## src/logic/exec_pkg.sv

```systemverilog
/* Shared definitions for the integer execute cluster
   Data and ROB tag widths, operation and branch condition encodings */
package exec_pkg;

	localparam int XLEN      = 32;
	localparam int ROB_TAG_W = 4;
	localparam int SHAMT_W   = $clog2(XLEN); // Shift count field of rs2

	// Operation codes for both functional units
	// Bit 2 set means the adder subtracts (SUB, SLT, SLTU)
	// Bit 3 set marks a shift unit operation
	typedef enum logic [3:0] {
		OP_ADD  = 4'b0000,
		OP_XOR  = 4'b0001,
		OP_OR   = 4'b0010,
		OP_AND  = 4'b0011,
		OP_SUB  = 4'b0100,
		OP_SLT  = 4'b0101,
		OP_SLTU = 4'b0110,
		OP_SLL  = 4'b1000,
		OP_SRL  = 4'b1001,
		OP_SRA  = 4'b1010
	} alu_op_e;

	// Conditional branch types, resolved by the add unit
	typedef enum logic [2:0] {
		BR_NONE = 3'd0,
		BR_BEQ  = 3'd1,
		BR_BNE  = 3'd2,
		BR_BLT  = 3'd3,
		BR_BGE  = 3'd4,
		BR_BLTU = 3'd5,
		BR_BGEU = 3'd6
	} branch_e;

endpackage

```

## src/logic/ripple_adder.sv

```systemverilog
/* Ripple carry adder/subtractor
   Produces zero, negative, overflow and carry flags for compares and branches */
`timescale 1ns/1ns

module ripple_adder import exec_pkg::*; (
	input  logic [XLEN-1:0] a,
	input  logic [XLEN-1:0] b,
	input  logic            sub,
	output logic [XLEN-1:0] sum,
	output logic            zero,
	output logic            negative,
	output logic            overflow,
	output logic            carry
);

	logic [XLEN:0]   c; // Carry chain
	logic [XLEN-1:0] b_eff;

	// Two's complement subtract: invert b, carry in of one
	assign b_eff = sub ? ~b : b;
	assign c[0]  = sub;

	for (genvar i = 0; i < XLEN; i++) begin : g_bit
		logic p; // Propagate

		assign p        = a[i] ^ b_eff[i];
		assign sum[i]   = p ^ c[i];
		assign c[i + 1] = (a[i] & b_eff[i]) | (c[i] & p);
	end

	assign carry    = c[XLEN]; // No borrow when subtracting
	assign overflow = c[XLEN] ^ c[XLEN - 1];
	assign negative = sum[XLEN - 1];
	assign zero     = ~|sum;

endmodule

```

## src/logic/add_unit.sv

```systemverilog
/* Add/sub/compare/logic functional unit
   Resolves conditional branches from the adder flags and holds its
   result packet until the CDB arbiter takes it */
`timescale 1ns/1ns

module add_unit import exec_pkg::*; (
	input  logic                 clk,
	input  logic                 arst_n,
	input  logic                 valid_in,
	output logic                 ready,
	input  alu_op_e              alu_op,
	input  branch_e              branch_type,
	input  logic [XLEN-1:0]      rs1,
	input  logic [XLEN-1:0]      rs2,
	input  logic [ROB_TAG_W-1:0] rob_tag,
	input  logic                 load,
	output logic                 done,
	input  logic                 yumi,
	output logic [XLEN-1:0]      result,
	output logic [ROB_TAG_W-1:0] tag,
	output logic                 taken,
	output logic                 load_step1
);

	logic [XLEN-1:0] sum;
	logic [XLEN-1:0] alu_res;
	logic            zero;
	logic            negative;
	logic            overflow;
	logic            carry;
	logic            lt_s; // Signed less-than
	logic            br_cond;
	logic            accept;

	assign accept = valid_in & ready;
	assign ready  = ~done; // One instruction in flight

	ripple_adder adder0 (
		.a        (rs1),
		.b        (rs2),
		.sub      (alu_op[2]),
		.sum      (sum),
		.zero     (zero),
		.negative (negative),
		.overflow (overflow),
		.carry    (carry)
	);

	assign lt_s = negative ^ overflow;

	always_comb begin
		case (alu_op)
			OP_SLT:  alu_res = {{(XLEN - 1){1'b0}}, lt_s};
			OP_SLTU: alu_res = {{(XLEN - 1){1'b0}}, ~carry}; // Borrow out
			OP_XOR:  alu_res = rs1 ^ rs2;
			OP_OR:   alu_res = rs1 | rs2;
			OP_AND:  alu_res = rs1 & rs2;
			default: alu_res = sum; // ADD, SUB
		endcase
	end

	// Branch condition, meaningful only with OP_SUB
	always_comb begin
		case (branch_type)
			BR_BEQ:  br_cond = zero;
			BR_BNE:  br_cond = ~zero;
			BR_BLT:  br_cond = lt_s;
			BR_BGE:  br_cond = ~lt_s;
			BR_BLTU: br_cond = ~carry;
			BR_BGEU: br_cond = carry;
			default: br_cond = 1'b0;
		endcase
	end

	always_ff @(posedge clk or negedge arst_n) begin
		if (!arst_n) begin
			done <= 1'b0;
		end else if (accept) begin
			done <= 1'b1;
		end else if (yumi) begin
			done <= 1'b0; // Ready again next cycle
		end
	end

	// Result packet, held steady while done
	always_ff @(posedge clk) begin
		if (accept) begin
			result     <= alu_res;
			tag        <= rob_tag;
			taken      <= br_cond;
			load_step1 <= load;
		end
	end

	a_issue_ready: assert property (@(posedge clk) disable iff (!arst_n)
		valid_in |-> ready);

	// Shifts belong to the shift unit
	a_no_shift_op: assert property (@(posedge clk) disable iff (!arst_n)
		valid_in |-> !(alu_op inside {OP_SLL, OP_SRL, OP_SRA}));

endmodule

```

## src/logic/shift_unit.sv

```systemverilog
/* Iterative shift unit for SLL, SRL and SRA
   Shifts one bit per cycle, then holds the result until granted the CDB */
`timescale 1ns/1ns

module shift_unit import exec_pkg::*; (
	input  logic                 clk,
	input  logic                 arst_n,
	input  logic                 valid_in,
	output logic                 ready,
	input  alu_op_e              alu_op,
	input  logic [XLEN-1:0]      rs1,
	input  logic [XLEN-1:0]      rs2,
	input  logic [ROB_TAG_W-1:0] rob_tag,
	output logic                 done,
	input  logic                 yumi,
	output logic [XLEN-1:0]      result,
	output logic [ROB_TAG_W-1:0] tag
);

	typedef enum logic [1:0] {IDLE, SHIFT, HOLD} state_e;

	state_e             state;
	alu_op_e            op_q;
	logic [SHAMT_W-1:0] shamt;
	logic [SHAMT_W-1:0] count; // Bits left to shift
	logic [XLEN-1:0]    data;
	logic               accept;

	assign shamt  = rs2[SHAMT_W-1:0];
	assign accept = valid_in & ready;
	assign ready  = (state == IDLE);
	assign done   = (state == HOLD);
	assign result = data;

	always_ff @(posedge clk or negedge arst_n) begin
		if (!arst_n) begin
			state <= IDLE;
		end else begin
			case (state)
				IDLE: if (valid_in) state <= (shamt == '0) ? HOLD : SHIFT;
				SHIFT: if (count == SHAMT_W'(1)) state <= HOLD; // Last bit this cycle
				HOLD: if (yumi) state <= IDLE;
				default: state <= IDLE;
			endcase
		end
	end

	always_ff @(posedge clk) begin
		if (accept) begin
			data  <= rs1;
			count <= shamt;
			op_q  <= alu_op;
			tag   <= rob_tag;
		end else if (state == SHIFT) begin
			count <= count - 1'b1;
			case (op_q)
				OP_SLL:  data <= {data[XLEN-2:0], 1'b0};
				OP_SRA:  data <= {data[XLEN-1], data[XLEN-1:1]}; // Sign fill
				default: data <= {1'b0, data[XLEN-1:1]};
			endcase
		end
	end

	a_issue_ready: assert property (@(posedge clk) disable iff (!arst_n)
		valid_in |-> ready);

	a_shift_op: assert property (@(posedge clk) disable iff (!arst_n)
		valid_in |-> alu_op inside {OP_SLL, OP_SRL, OP_SRA});

endmodule

```

## src/logic/cdb_arbiter.sv

```systemverilog
/* Round-robin CDB arbiter for the add and shift units
   Grants one finished result per cycle and registers it onto the CDB */
`timescale 1ns/1ns

module cdb_arbiter import exec_pkg::*; (
	input  logic                 clk,
	input  logic                 arst_n,
	input  logic                 add_done,
	input  logic [XLEN-1:0]      add_result,
	input  logic [ROB_TAG_W-1:0] add_tag,
	input  logic                 add_taken,
	input  logic                 add_load_step1,
	output logic                 add_yumi,
	input  logic                 sh_done,
	input  logic [XLEN-1:0]      sh_result,
	input  logic [ROB_TAG_W-1:0] sh_tag,
	output logic                 sh_yumi,
	output logic                 cdb_valid,
	output logic [XLEN-1:0]      cdb_result,
	output logic [ROB_TAG_W-1:0] cdb_tag,
	output logic                 cdb_taken,
	output logic                 cdb_load_step1
);

	logic last_sh; // Shift unit won the last contested grant
	logic contested;

	assign contested = add_done & sh_done;
	assign add_yumi  = add_done & (~sh_done | last_sh);
	assign sh_yumi   = sh_done & (~add_done | ~last_sh);

	always_ff @(posedge clk or negedge arst_n) begin
		if (!arst_n) begin
			last_sh   <= 1'b0;
			cdb_valid <= 1'b0;
		end else begin
			cdb_valid <= add_yumi | sh_yumi; // One cycle per grant
			if (contested) last_sh <= sh_yumi;
		end
	end

	always_ff @(posedge clk) begin
		if (add_yumi) begin
			cdb_result     <= add_result;
			cdb_tag        <= add_tag;
			cdb_taken      <= add_taken;
			cdb_load_step1 <= add_load_step1;
		end else if (sh_yumi) begin
			cdb_result     <= sh_result;
			cdb_tag        <= sh_tag;
			cdb_taken      <= 1'b0; // Shifts never branch or load
			cdb_load_step1 <= 1'b0;
		end
	end

	// A unit left waiting keeps its packet until granted
	a_add_hold: assert property (@(posedge clk) disable iff (!arst_n)
		add_done && !add_yumi |=> add_done && $stable(add_result) && $stable(add_tag));
	a_sh_hold: assert property (@(posedge clk) disable iff (!arst_n)
		sh_done && !sh_yumi |=> sh_done && $stable(sh_result) && $stable(sh_tag));

endmodule

```

## src/logic/exec_cluster.sv

```systemverilog
/* Integer execute cluster top level
   Add unit and shift unit sharing one CDB through a round-robin arbiter */
`timescale 1ns/1ns

module exec_cluster import exec_pkg::*; (
	input  logic                 clk,
	input  logic                 arst_n,
	input  logic                 add_valid,
	output logic                 add_ready,
	input  alu_op_e              add_op,
	input  branch_e              add_branch,
	input  logic [XLEN-1:0]      add_rs1,
	input  logic [XLEN-1:0]      add_rs2,
	input  logic [ROB_TAG_W-1:0] add_tag,
	input  logic                 add_load,
	input  logic                 sh_valid,
	output logic                 sh_ready,
	input  alu_op_e              sh_op,
	input  logic [XLEN-1:0]      sh_rs1,
	input  logic [XLEN-1:0]      sh_rs2,
	input  logic [ROB_TAG_W-1:0] sh_tag,
	output logic                 cdb_valid,
	output logic [XLEN-1:0]      cdb_result,
	output logic [ROB_TAG_W-1:0] cdb_tag,
	output logic                 cdb_taken,
	output logic                 cdb_load_step1
);

	// Unit to arbiter result ports
	logic                 add_done;
	logic                 add_yumi;
	logic [XLEN-1:0]      add_res;
	logic [ROB_TAG_W-1:0] add_res_tag;
	logic                 add_taken;
	logic                 add_load_step1;
	logic                 sh_done;
	logic                 sh_yumi;
	logic [XLEN-1:0]      sh_res;
	logic [ROB_TAG_W-1:0] sh_res_tag;

	add_unit add0 (
		.clk         (clk),
		.arst_n      (arst_n),
		.valid_in    (add_valid),
		.ready       (add_ready),
		.alu_op      (add_op),
		.branch_type (add_branch),
		.rs1         (add_rs1),
		.rs2         (add_rs2),
		.rob_tag     (add_tag),
		.load        (add_load),
		.done        (add_done),
		.yumi        (add_yumi),
		.result      (add_res),
		.tag         (add_res_tag),
		.taken       (add_taken),
		.load_step1  (add_load_step1)
	);

	shift_unit sh0 (
		.clk      (clk),
		.arst_n   (arst_n),
		.valid_in (sh_valid),
		.ready    (sh_ready),
		.alu_op   (sh_op),
		.rs1      (sh_rs1),
		.rs2      (sh_rs2),
		.rob_tag  (sh_tag),
		.done     (sh_done),
		.yumi     (sh_yumi),
		.result   (sh_res),
		.tag      (sh_res_tag)
	);

	cdb_arbiter arb0 (
		.clk            (clk),
		.arst_n         (arst_n),
		.add_done       (add_done),
		.add_result     (add_res),
		.add_tag        (add_res_tag),
		.add_taken      (add_taken),
		.add_load_step1 (add_load_step1),
		.add_yumi       (add_yumi),
		.sh_done        (sh_done),
		.sh_result      (sh_res),
		.sh_tag         (sh_res_tag),
		.sh_yumi        (sh_yumi),
		.cdb_valid      (cdb_valid),
		.cdb_result     (cdb_result),
		.cdb_tag        (cdb_tag),
		.cdb_taken      (cdb_taken),
		.cdb_load_step1 (cdb_load_step1)
	);

endmodule

```

## config.mk

```make
export PLATFORM = sky130hd
export DESIGN_NAME = exec_cluster
export DESIGN_NICKNAME = d
export VERILOG_FILES = /design/src/logic/exec_pkg.sv /design/src/logic/ripple_adder.sv /design/src/logic/add_unit.sv /design/src/logic/shift_unit.sv /design/src/logic/cdb_arbiter.sv /design/src/logic/exec_cluster.sv
export SDC_FILE = /design/constraint.sdc
export NUM_CORES = 1
export LEC_CHECK = 0
export CORE_ASPECT_RATIO = 0.7
export CORE_UTILIZATION = 60
export CTS_BUF_LIST = sky130_fd_sc_hd__clkbuf_8
export DETAILED_ROUTE_END_ITERATION = 16
export DONT_BUFFER_PORTS = 1
export PLACE_DENSITY = 0.83
export SYNTH_ARGS = -nofsm -noshare
export SYNTH_HDL_FRONTEND = slang
export SYNTH_SLANG_ARGS = --single-unit
```

## constraint.sdc

```tcl
create_clock -name clk -period 6.6 [get_ports clk]
set_input_delay 0.66 -clock clk [delete_from_list [all_inputs] [get_ports clk]]
set_output_delay 0.66 -clock clk [all_outputs]
set_load 0.1 [all_outputs]
```

==> flow_summary.toml, run 1 <==
[status]
status = "finished, violations left"
violations = "setup timing"

[route]
drt_iter0_markers = 346
dr.pass1.iters = 4
vias = 5098
wirelength_mm = 17.9
drc_errors = 0
via_per_inst = 5.85
drtAntennaViolNets = 0
routedWlPerCell_microns = 20.6

[power]
p_comb_frac = 0.223
p_leak_uw = 0.00347
swShare = 0.459
clockPowerShare = 0.187
ir_drop_mv = 0.185
power_frac_seq = 0.590
internal-power_uw = 2150
p_sw_uw = 1820
powerDensity_nw_per_um2 = 440

[synth]
yosysWarnings = 0
synth_fp_nets = 915
synth-edff-count = 121
ys_top_cells_by_area = "edfxtp_1 (44%), ha_1 (10%), fa_1 (7.8%)"
synthTopCellsByCount = "edfxtp_1 (121), inv_1 (80), ha_1 (66)"
ys_types = 39
synthCells = 665
synth.most_common_cell = "edfxtp_1"
synthArstFlopShare = 0.0397
syn_area_sq_um = 8170
ys_seq_elements = 126
ys.flop_type = "edfxtp_1"
syn_avg_cell_area_sq_um = 12.3
ys_seq_area_frac = 0.460
yosysTopAreaCellShare = 0.445
synth_area_leader_cell = "edfxtp_1"

[clocking]
cts_sinks = 126
clock_latency_ps = 430
cts.reportedPaths.clkPinSlew_ps = 80
cts_tree = "built"
post_cts_buffers = 0
clk_path_buf_depth = 2
cts_buffers = 17
cts_max_level = 4
ctsRootBufferMaster = "clkbuf_8"

[critical_path]
crit_slowest_cell = "fa_2"
cp_slowest_stage_delay_ps = 540
arrival_ps = 13110
worstSetupStartpointType = "primary input"
cpMostUsedCell = "fa_2"
critPathMaxFanout = 3
worstPathRequired_ps = 6790
critPathKind = "in2reg"
end_kind = "flip-flop"

[die]
start_util = 0.618
die_w_microns = 141
io_pins = 193
die_h_microns = 99.6
rows = 35
core_area_sq_um = 13200
die_area_sq_um = 14100

[sta]
report.final.slew_viol_count = 0
finalCriticalPeriod_ps = 12930
slew_headroom = 0.224
grt_setup_unrepaired = "yes"
setup_viol = 18
setup_tns_ps = -63230
post-route-period-util = 1.96
layout_setup_ws_ps = -6330
hold_viol = 0
worst_pin_slew_ps = 1160
fin_skew_ps = 10.3
fmax_mhz = 77.4

[finish]
fin_util = 0.684
regArea_sq_um = 3760
diodes = 0
multi_input_area_sq_um = 4150
fillCellCount = 940
nets = 923
drive_gt1_frac = 0.251
areaGrowthSynthToFinish_pct = 10.8

[global_routing]
grt_pass1_wl_mm = 28.1
grt_max_degree = 75
grt_pass1_vias = 5277
grt_usage = 0.266
antenna_found_initial = 0
grt-ovfl-total = 0

[run]
maxCapViolCount = 0

[placed_design]
post-place-ws_ps = -6800
dp_hpwl_mm = 13.1
io_buffers = 0
place_congestion = 0.868

[worst_hold_path]
worstHoldPathType = "in2reg"
==> area by class of cell <==
class / count / share of cell area
repair buffers: 22 / 0.0185
inverters: 80 / 0.0332
multi-input cells: 426 / 0.459
flip-flops and latches: 126 / 0.415
clock buffers: 17 / 0.0259
clock inverters: 15 / 0.0224
well taps: 185 / 0.0256
==> through the flow <==
stage,power (uW),instances,hold WS (ps),cell area (sq um)
detailed placement,3230,838,365,8550
global placement,3160,838,365,8550
CTS,3990,871,302,9020
finish,3980,871,318,9050
global route,4140,871,288,9050
floorplan,2950,665,364,8310
==> power groups by stage <==
stage | sequential [uW] | clock (uW) | combinational (uW)
floorplan | 2270 | 0 | 679
global placement | 2340 | 0 | 822
detailed placement | 2360 | 0 | 872
CTS | 2350 | 749 | 891
global route | 2380 | 782 | 986
finish | 2350 | 743 | 888
==> registers in the layout, summed over array words and instances (netlist names), 2 cells and up <==
signal	count
add0.result	32
arb0.cdb_result	32
add0.tag	4
sh0.result	32
sh0.state	2
sh0.tag	4
sh0.count	5
sh0.op_q	4
arb0.cdb_tag	4
==> cell usage in the layout (no fill, tap or decap), types with 2 or more instances in the layout <==
master / count
edfxtp_1: 121
inv_1: 75
ha_1: 66
mux2i_1: 52
nand2_1: 43
mux2_2: 36
o21ai_0: 34
fa_2: 32
xnor2_1: 31
a221oi_1: 30
nor2_2: 28
buf_4: 21
clkbuf_8: 17
nor2_1: 13
mux2i_2: 8
inv_2: 7
nand4_1: 6
dfrtp_1: 5
bufinv_16: 5
a21oi_1: 4
xor2_1: 3
nand3b_1: 3
nand3_1: 3
o21bai_1: 3
clkinv_1: 3
nor2b_1: 2
nor3b_1: 2
nor2b_4: 2
a311oi_1: 2
a22oi_1: 2
o221ai_2: 2
clkinv_2: 2
clkinvlp_4: 2
==> routing by layer <==
| metal | routed length [microns] | share of wire | GRT usage | vias to the layer above |
|---|---|---|---|---|
| met5 | 0 | 0 | 0 | - |
| met4 | 243 | 0.014 | 0.0703 | 0 |
| met3 | 2000 | 0.11 | 0.102 | 22 |
| met2 | 8170 | 0.46 | 0.414 | 222 |
| met1 | 7530 | 0.42 | 0.352 | 2494 |
| li1 | - | - | - | 2360 |
==> kinds of logic after synthesis <==
family | synth area share
flip-flops | 0.460
AND/OR/NAND/NOR | 0.0718
buffers and inverters | 0.0579
adder cells (fa/ha/maj) | 0.180
multiplexers | 0.124
AO/OA/AOI/OAI | 0.0686
XOR/XNOR | 0.0375
==> path summary, 6_finish.rpt <==
path	start	depth (start not counted)	to	slack, ps
hold / removal	add_load	0	add0.load_step1	320
setup / recovery	add_rs2[0]	40	add0.taken	-6330
min in group asynchronous	arst_n	1	sh0.state[1]	530
hold reg to reg	add0.result[16]	1	arb0.cdb_result[16]	550
setup reg to reg	sh0.state[1]	4	sh0.result[26]	3200
max in group asynchronous	arst_n	1	add0.done	5870
==> worst max-delay path, delay by kind of cell <==
family                     cells  cell delay [ps]
AOI/OAI and AO/OA              1              140
adders and majority gates     31            11490
buffers and inverters          4              210
muxes                          1              140
and+or+nand+nor                3              490
==> timing repair <==
action / 4_1_cts / 5_1_grt
hold endpoints to repair: 5 / 0
endpoints found under the setup margin: 19 / 19
cloned: 0 / 0
pin swaps: 0 / 4
gates resized for setup: 9 / 5
hold buffers: 1 / 0
Power figures use the tool's default switching activity.
==> inputs of run 2 (changes only) <==
CORE_ASPECT_RATIO = 1.2   (was 0.7)
MAX_ROUTING_LAYER = met4   (was not set)
==> run 2 against run 1 <==
Against the previous run:
- the run still ends with setup timing left
- via count rose by 0.59%
- design area decreased by 1.4%
- critical path depth is the same
- combinational power about the same
- largest cell class unchanged
- highest routed layer unchanged
==> flow_summary.toml, run 2 (synthesis gave the netlist of run 1 again) <==
[sta]
setup_viol = 18
grt_setup_unrepaired = "yes"
worst_pin_slew_ps = 1180
hold_viol = 0
post-route-period-util = 1.97
fmax_mhz = 77.0
fin_skew_ps = 8.28
slew_headroom = 0.213
finalCriticalPeriod_ps = 12990
layout_setup_ws_ps = -6390
report.final.slew_viol_count = 0

[critical_path]
cpMostUsedCell = "fa_2"
arrival_ps = 13180
critPathKind = "in2reg"
crit_slowest_cell = "fa_2"
worstPathRequired_ps = 6790
end_kind = "flip-flop"
cp_slowest_stage_delay_ps = 530
worstSetupStartpointType = "primary input"
critPathMaxFanout = 3

[route]
vias = 5128
wirelength_mm = 17.7
dr.pass1.iters = 5
via_per_inst = 5.99
drt_iter0_markers = 293
drtAntennaViolNets = 0
routedWlPerCell_microns = 20.7
drc_errors = 0

[placed_design]
dp_hpwl_mm = 13.2
post-place-ws_ps = -6910
place_congestion = 0.875
io_buffers = 0

[die]
die_w_microns = 109
die_h_microns = 130
rows = 46
die_area_sq_um = 14100
io_pins = 193
core_area_sq_um = 13200
start_util = 0.617

[worst_hold_path]
worstHoldPathType = "in2reg"

[power]
ir_drop_mv = 0.559
p_leak_uw = 0.00341
powerDensity_nw_per_um2 = 423

[finish]
nets = 926
final_common_cell = "edfxtp_1"
diodes = 0
areaGrowthSynthToFinish_pct = 9.27
drive_gt1_frac = 0.256
fillCellCount = 978
layout_common_cells = "edfxtp_1 (121), inv_1 (73), ha_1 (66), mux2i_1 (51), nand2_1 (43)"
reg.largest.list = "add0.result (32), arb0.cdb_result (32), sh0.result (32)"
fin_util = 0.674

[global_routing]
grt_pass1_wl_mm = 26.8
antenna_found_initial = 0
grt-ovfl-total = 0
grt_usage = 0.265
grt_max_degree = 75
grt_pass1_vias = 5415

[status]
violations = "setup timing"
status = "finished, violations left"

[run]
maxCapViolCount = 0

[clocking]
ctsRootBufferMaster = "clkbuf_8"
cts_max_level = 4
cts_sinks = 126
clock_latency_ps = 440
post_cts_buffers = 0
cts.reportedPaths.clkPinSlew_ps = 70
cts_tree = "built"
clk_path_buf_depth = 2
cts_buffers = 17
## run 2: critical path, delay by kind of cell
kind	cells	cell delay, ps
AOI/OAI and AO/OA	1	150
adders and majority gates	31	11480
buffers and inverters	4	220
muxes	1	140
and+or+nand+nor	3	500
## run 2: layout make-up
type                    count  area (sq um)  share of cell area
well taps                 168           210              0.0236
multi-input cells         426          4150               0.465
inverters                  80           300              0.0336
repair buffers             25           194              0.0217
flip-flops and latches    126          3760               0.421
clock inverters            14          80.1             0.00897
clock buffers              17           234              0.0262
## run 2: stage by stage
stage	instances	area [sq um]	TNS [ps]	hold WS [ps]	power (uW)
floorplan	665	8310	-70710	364	2950
global placement	824	8550	-71190	365	3170
detailed placement	824	8550	-73260	365	3240
CTS	856	8900	-64120	288	3780
global route	856	8920	-67660	290	3940
finish	856	8920	-63430	311	3780
## run 2: what timing repair did
item                       CTS  global route
cloned                       0             0
hold endpoints to repair     5             0
hold buffers                 1             0
setup endpoints to repair   19            19
resized for setup            7             8
pin swaps                    1             4
## run 2: final timing paths
path                            startpoint                  end  slack [ps]  depth (start not counted)
max                             add_rs2[0]           add0.taken       -6390                         40
min                               sh_op[2]          sh0.op_q[2]         310                          0
max reg2reg                   sh0.state[1]       sh0.result[12]        3080                          4
min reg2reg                add0.result[19]  arb0.cdb_result[19]         540                          1
max in group asynchronous           arst_n         sh0.state[0]        5900                          1
min in group asynchronous           arst_n       arb0.cdb_valid         510                          1
## run 2: routing by layer
metal  up-vias  wire length [microns]  track usage  share of wire
met5         -                      0            -              0
met4         0                    367        0.100          0.021
li1       2371                      -            -              -
met2       189                   9220        0.452           0.52
met3        29                   1210       0.0694          0.068
met1      2539                   6930        0.296           0.39
## run 2: where the power goes
part	switching, uW	leakage (uW)	total (uW)	internal [uW]
logic	515	0.00202	886	371
clock network	294	0.000145	541	247
registers	1010	0.00124	2350	1340
total	1820	0.00341	3780	1960
